### config.mk
export PLATFORM = sky130hd
export DESIGN_NAME = fds_mapper
export DESIGN_NICKNAME = d
export VERILOG_FILES = /design/src/hw/fds_pkg.sv /design/src/hw/fds_bus.sv /design/src/hw/fds_disk.sv /design/src/hw/fds_mapper.sv /design/src/hw/fds_timer.sv
export SDC_FILE = /design/constraint.sdc
export NUM_CORES = 1
export LEC_CHECK = 0
export ABC_CLOCK_PERIOD_IN_PS = 3900
export BUFFER_PORTS_ARGS = -buffer_cell sky130_fd_sc_hd__buf_4
export CORE_UTILIZATION = 40
export CTS_CLUSTER_DIAMETER = 100
export DETAILED_ROUTE_END_ITERATION = 12
export PLACE_DENSITY = 0.64
export SYNTH_ARGS = -nofsm -noshare
export SYNTH_HDL_FRONTEND = slang
export SYNTH_SLANG_ARGS = --single-unit
### constraint.sdc
create_clock -name clk20 -period 3.9 [get_ports clk20]
set_input_delay 0.195 -clock clk20 [delete_from_list [all_inputs] [get_ports clk20]]
set_output_delay 0.195 -clock clk20 [all_outputs]
set_load 0.005 [all_outputs]
### src/hw/fds_pkg.sv
// FDS mapper shared definitions
`default_nettype none

package fds_pkg;

	// bus and memory widths
	localparam int CPU_ADDR_W    = 16;
	localparam int CPU_DATA_W    = 8;
	localparam int RAM_ADDR_W    = 19; // 512k external RAM
	localparam int DISK_OFFSET_W = 18; // up to four sides plus header

	typedef logic [CPU_ADDR_W-1:0]    cpu_addr_t;
	typedef logic [CPU_DATA_W-1:0]    cpu_data_t;
	typedef logic [RAM_ADDR_W-1:0]    ram_addr_t;
	typedef logic [DISK_OFFSET_W-1:0] disk_offset_t;

	// read/write detection sequence
	typedef enum logic [1:0] {
		XFER_IDLE    = 2'd0,
		XFER_LO_SEEN = 2'd1,
		XFER_ACTIVE  = 2'd2
	} xfer_state_e;

	// timer and I/O registers
	localparam cpu_addr_t ADDR_TIMER_LO   = 16'h4020;
	localparam cpu_addr_t ADDR_TIMER_HI   = 16'h4021;
	localparam cpu_addr_t ADDR_TIMER_CTRL = 16'h4022;
	localparam cpu_addr_t ADDR_IO_ENABLE  = 16'h4023;

	// disk control and status
	localparam cpu_addr_t ADDR_DISK_CTRL    = 16'h4025;
	localparam cpu_addr_t ADDR_DISK_SIDE    = 16'h4027; // auto side select
	localparam cpu_addr_t ADDR_BUSY         = 16'h4029;
	localparam cpu_addr_t ADDR_IRQ_STATUS   = 16'h4030; // read acks timer irq
	localparam cpu_addr_t ADDR_DRIVE_STATUS = 16'h4032;
	localparam cpu_addr_t ADDR_EXT_STATUS   = 16'h4033;
	localparam cpu_addr_t ADDR_SAVE_FLAG    = 16'h4208;

	// BIOS fetch addresses that mark a disk byte transfer
	localparam cpu_addr_t ADDR_WRITE_LO = 16'hF4CD;
	localparam cpu_addr_t ADDR_WRITE_HI = 16'hF4CE;
	localparam cpu_addr_t ADDR_READ_LO  = 16'hF4D0;
	localparam cpu_addr_t ADDR_READ_HI  = 16'hF4D1;

	// battery good, expansion port idle
	localparam cpu_data_t EXT_STATUS_VALUE = 8'h80;

endpackage

`default_nettype wire

### src/hw/fds_bus.sv
// FDS CPU read mux and memory mapping
`timescale 1ns/1ps
`default_nettype none

module fds_bus
	import fds_pkg::*;
(
	input  cpu_addr_t    cpu_addr,
	input  logic         cpu_we,
	input  cpu_data_t    ram_rdata,
	input  logic [13:0]  ppu_addr,
	input  logic         fds_busy,
	input  logic         fds_eject,
	input  logic         timer_irq,
	input  logic         xfer_active,
	input  logic         write_active,
	input  disk_offset_t rom_offset,
	input  logic         disk_end,
	input  logic         saved,
	input  logic         mirror_vertical,
	output cpu_data_t    cpu_rdata,
	output logic         bus_drive,
	output logic         prg_allow,
	output ram_addr_t    ram_addr,
	output logic         vram_a10,
	output logic         ciram_ce
);

	logic       rd;
	logic       lo_hit;  // offset low byte peek
	logic       hi_hit;  // offset high byte peek
	logic [5:0] prg_bank;

	assign rd = ~cpu_we;

	// the BIOS sees the offset only between transfers
	assign lo_hit = rd && !xfer_active &&
		(cpu_addr == ADDR_READ_LO || cpu_addr == ADDR_WRITE_LO);
	assign hi_hit = rd && !xfer_active &&
		(cpu_addr == ADDR_READ_HI || cpu_addr == ADDR_WRITE_HI);

	always_comb begin
		cpu_rdata = ram_rdata;
		bus_drive = 1'b0;
		if (rd) begin
			bus_drive = 1'b1;
			if (cpu_addr == ADDR_IRQ_STATUS)
				cpu_rdata = {7'd0, timer_irq};
			else if (cpu_addr == ADDR_DRIVE_STATUS)
				cpu_rdata = {5'd0, fds_eject, disk_end, fds_eject};
			else if (cpu_addr == ADDR_EXT_STATUS)
				cpu_rdata = EXT_STATUS_VALUE;
			else if (cpu_addr == ADDR_SAVE_FLAG)
				cpu_rdata = {7'd0, saved};
			else if (cpu_addr == ADDR_BUSY)
				cpu_rdata = {7'd0, ~fds_busy}; // zero while busy
			else if (lo_hit)
				cpu_rdata = rom_offset[7:0];
			else if (hi_hit)
				cpu_rdata = {3'b111, rom_offset[12:8]};
			else begin
				cpu_rdata = ram_rdata;
				bus_drive = 1'b0;
			end
		end
	end

	// E000-FFFF is BIOS, or the disk image during a transfer
	always_comb begin
		if (cpu_addr[15:13] == 3'b111)
			prg_bank = xfer_active ? {1'b1, rom_offset[17:13]} : 6'd0;
		else
			prg_bank = {4'b0001, cpu_addr[14:13]}; // work RAM
	end

	assign ram_addr = {prg_bank, cpu_addr[12:0]};

	// writes to 6000-DFFF or the image, reads from 6000-FFFF
	always_comb begin
		if (cpu_we)
			prg_allow = write_active || (cpu_addr[15] ^ (&cpu_addr[14:13]));
		else
			prg_allow = (cpu_addr[15] && !lo_hit && !hi_hit) ||
				(cpu_addr[15:13] == 3'b011);
	end

	// nametables in CIRAM
	assign ciram_ce = ppu_addr[13];
	assign vram_a10 = mirror_vertical ? ppu_addr[10] : ppu_addr[11];

endmodule

`default_nettype wire

### src/hw/fds_disk.sv
// FDS disk transfer tracking
`timescale 1ns/1ps
`default_nettype none

module fds_disk
	import fds_pkg::*;
#(
	parameter int SIDE_BYTES   = 65500,
	parameter int HEADER_BYTES = 16
) (
	input  logic         clk20,
	input  logic         reset,
	input  logic         strobe,
	input  cpu_addr_t    cpu_addr,
	input  logic         cpu_we,
	input  cpu_data_t    cpu_wdata,
	input  logic [1:0]   disk_side,
	output logic         xfer_active,
	output logic         write_active,
	output disk_offset_t rom_offset,
	output logic         disk_end,
	output logic         saved,
	output logic         mirror_vertical,
	output logic [1:0]   disk_side_auto
);

	localparam int POS_W = $clog2(SIDE_BYTES);
	localparam logic [POS_W-1:0] LAST_POS = POS_W'(SIDE_BYTES - 1);

	logic             disk_reset; // holds pointer at zero
	logic             write_en;
	logic [POS_W-1:0] disk_pos;
	xfer_state_e      write_state;
	xfer_state_e      read_state;

	logic         rd_strobe;
	disk_offset_t side_offset;

	// LO fetch arms, HI fetch right after it activates, anything else drops out
	function automatic xfer_state_e xfer_next(input xfer_state_e cur, input logic lo_hit,
			input logic hi_hit);
		if (lo_hit)
			return XFER_LO_SEEN;
		else if (hi_hit && cur == XFER_LO_SEEN)
			return XFER_ACTIVE;
		else
			return XFER_IDLE;
	endfunction

	assign rd_strobe = strobe & ~cpu_we;

	// control and side registers
	always_ff @(posedge clk20) begin
		if (reset) begin
			disk_reset      <= 1'b0;
			write_en        <= 1'b0;
			mirror_vertical <= 1'b0;
			disk_side_auto  <= 2'd0;
		end else if (strobe && cpu_we) begin
			if (cpu_addr == ADDR_DISK_CTRL) begin
				disk_reset      <= cpu_wdata[1];
				write_en        <= ~cpu_wdata[2]; // bit 2 set = read mode
				mirror_vertical <= ~cpu_wdata[3];
			end
			if (cpu_addr == ADDR_DISK_SIDE)
				disk_side_auto <= cpu_wdata[1:0];
		end
	end

	// detection state machines
	always_ff @(posedge clk20) begin
		if (reset) begin
			write_state <= XFER_IDLE;
			read_state  <= XFER_IDLE;
			saved       <= 1'b0;
		end else if (strobe) begin
			write_state <= xfer_next(write_state,
				rd_strobe && write_en && cpu_addr == ADDR_WRITE_LO,
				rd_strobe && cpu_addr == ADDR_WRITE_HI);
			read_state  <= xfer_next(read_state,
				rd_strobe && cpu_addr == ADDR_READ_LO,
				rd_strobe && cpu_addr == ADDR_READ_HI);
			if (write_state == XFER_ACTIVE)
				saved <= 1'b1; // sticky until reset
		end
	end

	// byte pointer within the side
	always_ff @(posedge clk20) begin
		if (reset)
			disk_pos <= '0;
		else if (strobe) begin
			if (disk_reset)
				disk_pos <= '0;
			else if (read_state == XFER_ACTIVE && !disk_end)
				disk_pos <= disk_pos + POS_W'(1);
		end
	end

	assign disk_end     = (disk_pos == LAST_POS);
	assign xfer_active  = (read_state == XFER_ACTIVE) || (write_state == XFER_ACTIVE);
	assign write_active = (write_state == XFER_ACTIVE);

	// header first, then the sides back to back
	assign side_offset = disk_offset_t'(disk_side) * disk_offset_t'(SIDE_BYTES);
	assign rom_offset  = disk_offset_t'(disk_pos) + disk_offset_t'(HEADER_BYTES) + side_offset;

endmodule

`default_nettype wire

### src/hw/fds_mapper.sv
// FDS mapper top level
`timescale 1ns/1ps
`default_nettype none

module fds_mapper
	import fds_pkg::*;
#(
	parameter int SIDE_BYTES   = 65500,
	parameter int HEADER_BYTES = 16
) (
	input  logic        clk20,
	input  logic        reset,
	input  logic        strobe,       // CPU cycle
	input  cpu_addr_t   cpu_addr,
	input  logic        cpu_we,
	input  cpu_data_t   cpu_wdata,
	input  cpu_data_t   ram_rdata,
	input  logic [13:0] ppu_addr,
	input  logic [1:0]  disk_side,
	input  logic        fds_busy,
	input  logic        fds_eject,
	output cpu_data_t   cpu_rdata,
	output logic        bus_drive,
	output logic        prg_allow,
	output ram_addr_t   ram_addr,
	output logic        vram_a10,
	output logic        ciram_ce,
	output logic        irq,
	output logic [1:0]  disk_side_auto
);

	logic         xfer_active;
	logic         write_active;
	disk_offset_t rom_offset;
	logic         disk_end;
	logic         saved;
	logic         mirror_vertical;

	fds_timer u_timer (
		.clk20     (clk20),
		.reset     (reset),
		.strobe    (strobe),
		.cpu_addr  (cpu_addr),
		.cpu_we    (cpu_we),
		.cpu_wdata (cpu_wdata),
		.timer_irq (irq)
	);

	fds_disk #(
		.SIDE_BYTES   (SIDE_BYTES),
		.HEADER_BYTES (HEADER_BYTES)
	) u_disk (
		.clk20           (clk20),
		.reset           (reset),
		.strobe          (strobe),
		.cpu_addr        (cpu_addr),
		.cpu_we          (cpu_we),
		.cpu_wdata       (cpu_wdata),
		.disk_side       (disk_side),
		.xfer_active     (xfer_active),
		.write_active    (write_active),
		.rom_offset      (rom_offset),
		.disk_end        (disk_end),
		.saved           (saved),
		.mirror_vertical (mirror_vertical),
		.disk_side_auto  (disk_side_auto)
	);

	fds_bus u_bus (
		.cpu_addr        (cpu_addr),
		.cpu_we          (cpu_we),
		.ram_rdata       (ram_rdata),
		.ppu_addr        (ppu_addr),
		.fds_busy        (fds_busy),
		.fds_eject       (fds_eject),
		.timer_irq       (irq),
		.xfer_active     (xfer_active),
		.write_active    (write_active),
		.rom_offset      (rom_offset),
		.disk_end        (disk_end),
		.saved           (saved),
		.mirror_vertical (mirror_vertical),
		.cpu_rdata       (cpu_rdata),
		.bus_drive       (bus_drive),
		.prg_allow       (prg_allow),
		.ram_addr        (ram_addr),
		.vram_a10        (vram_a10),
		.ciram_ce        (ciram_ce)
	);

endmodule

`default_nettype wire

### src/hw/fds_timer.sv
// FDS timer interrupt
`timescale 1ns/1ps
`default_nettype none

module fds_timer
	import fds_pkg::*;
(
	input  logic      clk20,
	input  logic      reset,
	input  logic      strobe,    // one pulse per CPU cycle
	input  cpu_addr_t cpu_addr,
	input  logic      cpu_we,
	input  cpu_data_t cpu_wdata,
	output logic      timer_irq
);

	logic [15:0] timer_latch; // reload value
	logic [15:0] timer_count;
	logic        timer_en;
	logic        timer_repeat;
	logic        io_en;        // $4023 bit 0

	logic        wr_strobe;
	logic        enable_write;

	assign wr_strobe = strobe & cpu_we;

	// a $4022 write only starts the timer while I/O is on
	assign enable_write = cpu_wdata[1] & io_en;

	// reload latch
	always_ff @(posedge clk20) begin
		if (wr_strobe) begin
			if (cpu_addr == ADDR_TIMER_LO)
				timer_latch[7:0] <= cpu_wdata;
			if (cpu_addr == ADDR_TIMER_HI)
				timer_latch[15:8] <= cpu_wdata;
		end
	end

	always_ff @(posedge clk20) begin
		if (reset) begin
			timer_en     <= 1'b0;
			timer_repeat <= 1'b0;
			io_en        <= 1'b0;
			timer_irq    <= 1'b0;
		end else if (strobe) begin
			if (timer_en) begin
				if (timer_count == 16'd0) begin
					timer_irq   <= 1'b1;
					timer_count <= timer_latch;
					if (!timer_repeat)
						timer_en <= 1'b0; // one-shot
				end else begin
					timer_count <= timer_count - 16'd1;
				end
			end

			if (cpu_we) begin
				case (cpu_addr)
					ADDR_TIMER_CTRL: begin
						timer_repeat <= cpu_wdata[0];
						timer_en     <= enable_write;
						if (enable_write)
							timer_count <= timer_latch;
						else
							timer_irq <= 1'b0;
					end
					ADDR_IO_ENABLE: begin
						io_en <= cpu_wdata[0];
						if (!cpu_wdata[0]) begin
							timer_en  <= 1'b0;
							timer_irq <= 1'b0;
						end
					end
					default: ;
				endcase
			end else if (cpu_addr == ADDR_IRQ_STATUS) begin
				timer_irq <= 1'b0; // status read acknowledges
			end
		end
	end

endmodule

`default_nettype wire

# Word-level counts from Yosys, hierarchy flattened
# Cells that the tools add are included.
[op_classes]
n_mul = 1
muxes = 44
n_bitwise = 9
eq_ne = 22
n_reduce_logical = 35
add_sub_neg = 4
[op_table]
columns = ["cell", "count"]
rows = [
  ["16-bit by 15-bit equality test with 1-bit output, second input constant", 11],
  ["16-bit two-way mux", 7],
  ["16-bit equality test, second input constant", 5],
  ["8-bit two-way mux", 8],
  ["1-bit two-way mux", 21],
  ["18-bit adder", 1],
  ["16-bit by 5-bit adder with 17-bit output, second input constant", 1],
  ["16-bit by 1-bit adder with 16-bit output, second input constant", 1],
  ["16-bit logical NOT", 1],
  ["2-bit by 14-bit multiplier with 16-bit output, second input constant", 1],
  ["2-bit AND reduction", 8],
  ["16-bit by 1-bit subtractor with 16-bit output, second input constant", 1],
  ["1-bit logical AND", 14],
  ["6-bit two-way mux", 2],
  ["2-bit two-way mux", 4],
  ["3-bit AND reduction", 2],
  ["1-bit logical OR", 5],
  ["1-bit inverter", 5],
  ["2-bit by 1-bit equality test with 1-bit output, second input constant", 2],
  ["2-bit equality test, second input constant", 2],
  ["1-bit logical NOT", 4],
  ["1-bit one-hot mux with 2 select lines", 2],
  ["1-bit AND", 3],
  ["3-bit by 2-bit equality test with 1-bit output, second input constant", 1],
  ["other kinds (3)", 3],
]
[totals]
ff_bits = 62
inputBits = 54
wordCells = 130
output_inout_bits = 34

# Depth between registers and ports, before layout
[depth]
ltp_word = 13
depth_mapped = 13
ltp_nobuf = 12

# Modules after synthesis
# A second synthesis with hierarchy kept.
[unflattened]
cells_unflattened = 555
hier_area_um2 = 4977.3
[modules_own_cells]
columns = ["module", "cells_per_inst", "seq_area_each_um2", "instances", "area_each_um2"]
rows = [
  ["fds_disk", 274, 520.5, 1, 2277.2],
  ["fds_timer", 162, 1041.0, 1, 1873.0],
  ["fds_bus", 119, 0.0, 1, 827.0],
]

# Least setup slack after synthesis
# No wires, ideal clock.
[synth_timing]
path_kind = "register to output"
startpoint = "register u_disk.disk_pos[4]"
endpoint = "output ram_addr[13]"
path_slack_ns = 1.093
n_path_buf = 0
path_stages_with_launch = 11
arrival_time_ns = 2.612
required_ns = 3.705
path_cell_list = "dfxtp_1 -> ha_1 -> nand3_1 -> xnor2_1 -> ha_1 -> a21oi_1 -> o211a_1 -> o31ai_1 -> a21oi_1 -> or4b_2 -> nand3_1"
[synth_via]
elab_chain_len = 4
[synth_lines]
columns = ["element", "line", "source"]
rows = [
  ["start, declared", "fds_disk.sv:32", "logic [POS_W-1:0] disk_pos;"],
  ["start signal, assigned", "fds_disk.sv:96", "disk_pos <= disk_pos + POS_W'(1);"],
  ["16-bit by 5-bit adder with 17-bit output", "fds_disk.sv:106", "assign rom_offset = disk_offset_t'(disk_pos) + disk_offset_t'(HEADER_BYTES) + side_offset;"],
  ["18-bit adder", "fds_disk.sv:106", ""],
  ["6-bit two-way mux", "fds_bus.sv:71", "prg_bank = xfer_active ? {1'b1, rom_offset[17:13]} : 6'd0;"],
  ["6-bit two-way mux", "fds_bus.sv:70", "if (cpu_addr[15:13] == 3'b111)"],
  ["end, declared", "fds_mapper.sv:25", "output ram_addr_t ram_addr,"],
]
# Every way passes these cells.

# Worst setup path in the final report
# Ends and elaborated chain as after synthesis.

==> qor.txt <==
Final Hold Vio Count - 0
Reg2reg end - u_timer.timer_count[15]
Final Power - 0.00170 W
CTS Root Cell - clkbuf_16
Clock buffer count from CTS - 9
Crit end category - output pin
Post-Synthesis Cells - 549
Worst path bufs/invs - 1
CP arrival - 3.42 ns
Leak pwr - 2.21 nW
Worst-margin pin slew - 0.890 ns
Ys Warns - 0
Unique masters post-synth - 71
Status - complete, no violations
Post-DP HPWL - 9.11 mm
Net count of the mapped netlist - 630
Iter 0 DRT Violations - 268
Buffers on Ports - 74
Hold-fix buffer count after cts - 0
Crit path launch type - flop
Crit path required time - 3.70 ns
Seq cells post-synth - 62
WP depth - 11
CP startpoint - u_disk.disk_pos[4]
VDD IR max - 264 uV
Rel. slew slack - 0.405
Sequential fraction of the synthesis area - 0.335
Gp weighted congestion - 0.899
Routed wire per std cell - 15.6 um
Post-cts resize count - 0
Largest family of logic cells by synthesized area - simple AND/OR/NAND/NOR gates
Nets - 682
# Max-Cap Violations - 0
RSZ-0062 raised after global routing - false
Fin crit period - 3.61 ns
Synth Flop Type - edfxtp_1
Vias in the first global route - 3948
Share of layout cells above drive strength 1 - 0.173
Complex-gate fraction of the synthesized area - 0.165
DR pass1 iterations - 5
Routed WL - 11.7 mm
Chip height - 110 um
Tcrit/Tclk final - 0.926
Post-synth EDFFs - 32
DR vias - 4209
Largest net degree at the start of global routing - 29
Synth Area per Inst - 8.50 um^2
Worst skew pair latency - 0.32 ns
CP cell instances - ha_1 > nand3_1 > xnor2_1 > ha_1 > a21oi_1 > o211a_1 > o31ai_1 > a21oi_1 > or4b_2 > nand3_1 > buf_4
Num Clock Sinks - 62
Initial antenna violation count - 0
Row count - 39
Simple-gate portion of the synthesized area - 0.261
Final setup fails - 0
R2R Setup Slk - 1.43 ns
Crit Reg-Reg Startpoint - u_timer.timer_en
CP peak stage delay - 0.64 ns
Global-route wire length before repair - 19.0 mm
Fill count - 1088
Num ports - 88
CTS HTree Levels - 3
Finished Core Util - 0.487
Total GRT Usage - 0.202
Inserted Diodes - 0
Max Freq - 0.277 GHz
GRT Residual Overflow - 0
Fraction of the mapped netlist area in adder cells - 0.0740
Critical path's slowest cell - or4b_2
Area delta synth->final - 18.6%
Reg clk slew, reported paths - 0.06 ns
Max-slew violations - 0
Core area - 11400 um^2
Initial Util - 0.410
DRC errors left - 0
Share of synthesized registers carrying an async set or reset - 0
R2R depth - 6
Antenna Violating Nets Remaining - 0
Die Wd - 110 um
Min-Delay Path Class - primary input to flop
Vias per inst - 5.62
XOR/XNOR Fraction of Synth Area - 0.0882
TritonCTS clock tree - done
Post-Route Skew - 0.00686 ns
Post-CTS setup buffer count - 0
Post-route setup TNS - 0 ns
Delay-heaviest family, CP - simple AND/OR/NAND/NOR gates
Worst Setup Path Type - flop to output pin
Pwr per Cell Area - 307 nW/um^2
CTS max path bufs - 2
Die Area - 12100 um^2
Multiplexer share of the synthesized area - 0.0153
Mapped Area - 4670 um^2
CP endpoint - ram_addr[13]
Worst-path fanout max - 6
flip-flops by register name (all words and copies together) (netlist names), 2 cells and up:
| register | count |
|---|---|
| u_disk.disk_pos | 16 |
| u_timer.timer_count | 16 |
| u_timer.timer_latch | 16 |
| u_disk.disk_side_auto | 2 |
| u_disk.read_state | 2 |
| u_disk.write_state | 2 |
metrics by stage:
step                setup slack (ns)  hold WS [ns]  area, um^2  std cells
floorplan                       1.09         0.291        4670        549
global placement               0.749         0.381        5230        733
detailed placement             0.666         0.383        5230        733
CTS                            0.293        0.0409        5530        749
global route                   0.108        0.0406        5530        749
finish                         0.290        0.0568        5530        749
cell usage after synthesis, types with 15 or more instances:
master / number / share of area
a21oi_1: 40 / 0.043
buf_4: 15 / 0.024
clkbuf_1: 17 / 0.014
dfxtp_1: 30 / 0.13
edfxtp_1: 32 / 0.21
ha_1: 26 / 0.070
inv_1: 24 / 0.019
nand2_1: 38 / 0.031
nand3_1: 17 / 0.018
nand4_1: 17 / 0.023
nor2_1: 71 / 0.057
nor3_1: 18 / 0.019
o21ai_0: 19 / 0.020
xnor2_1: 20 / 0.038
xor2_1: 27 / 0.051
metal layers:
layer	global-route usage	wire (um)	vias to the layer above
met3	0.0400	458	18
li1	-	-	2098
met5	0	0	-
met2	0.339	5760	92
met1	0.259	5220	2001
met4	0.0686	241	0
cells by family (layout without fill, tap and decap cells):
kind of cell             Yosys count  in the layout
AO/OA/AOI/OAI                    117            117
XOR/XNOR                          47             47
adder cells (fa/ha/maj)           27             27
buffers and inverters             60            117
flip-flops                        62             62
multiplexers                       7              7
AND/OR/NAND/NOR                  229            229
report_power, final:
| group | total (W) | leakage [nW] | internal [W] | switching, W |
|---|---|---|---|---|
| clock | 0.000809 | 0.153 | 0.000515 | 0.000294 |
| combinational | 0.000190 | 1.52 | 0.0000909 | 0.0000987 |
| sequential | 0.000698 | 0.535 | 0.000692 | 0.00000578 |
worst min-delay path by stage:
stage / startpoint / cells past startpoint / slack [ns] / endpoint
final: cpu_wdata[4] / 1 / 0.06 / u_timer.timer_latch[12]
after global routing: cpu_wdata[5] / 1 / 0.04 / u_timer.timer_latch[5]
after CTS: cpu_wdata[5] / 1 / 0.04 / u_timer.timer_latch[13]
after detailed placement: cpu_wdata[5] / 1 / 0.38 / u_timer.timer_latch[13]
after global placement: cpu_wdata[5] / 1 / 0.38 / u_timer.timer_latch[5]
after floorplan: cpu_wdata[3] / 1 / 0.29 / u_disk.mirror_vertical
cells in the final DEF, fill, tap and decap left out, types with 5 or more instances in the layout:
master	n
xnor2_1	20
a211oi_1	5
nor2_1	71
clkbuf_16	9
nor2b_1	7
edfxtp_1	32
a31oi_1	8
ha_1	26
nand2_1	38
nand4_1	17
and3_1	9
a21oi_1	39
nor3_1	18
xor2_1	27
nor4_1	9
o21a_1	5
nand3_1	17
mux2i_1	6
o21ai_0	19
o211ai_1	5
dfxtp_1	30
inv_1	24
buf_4	77
o221ai_1	5
final cells by class:
type / instances / area (um^2) / area share
clock buffer: 10 / 239 / 0.0432
clock inverter: 6 / 67.6 / 0.0122
inverter: 24 / 90.1 / 0.0163
multi-input combinational: 427 / 2820 / 0.509
sequential: 62 / 1560 / 0.282
tap: 143 / 179 / 0.0323
timing repair buffer: 77 / 578 / 0.104
No activity file was read; power rests on OpenSTA's default activity.
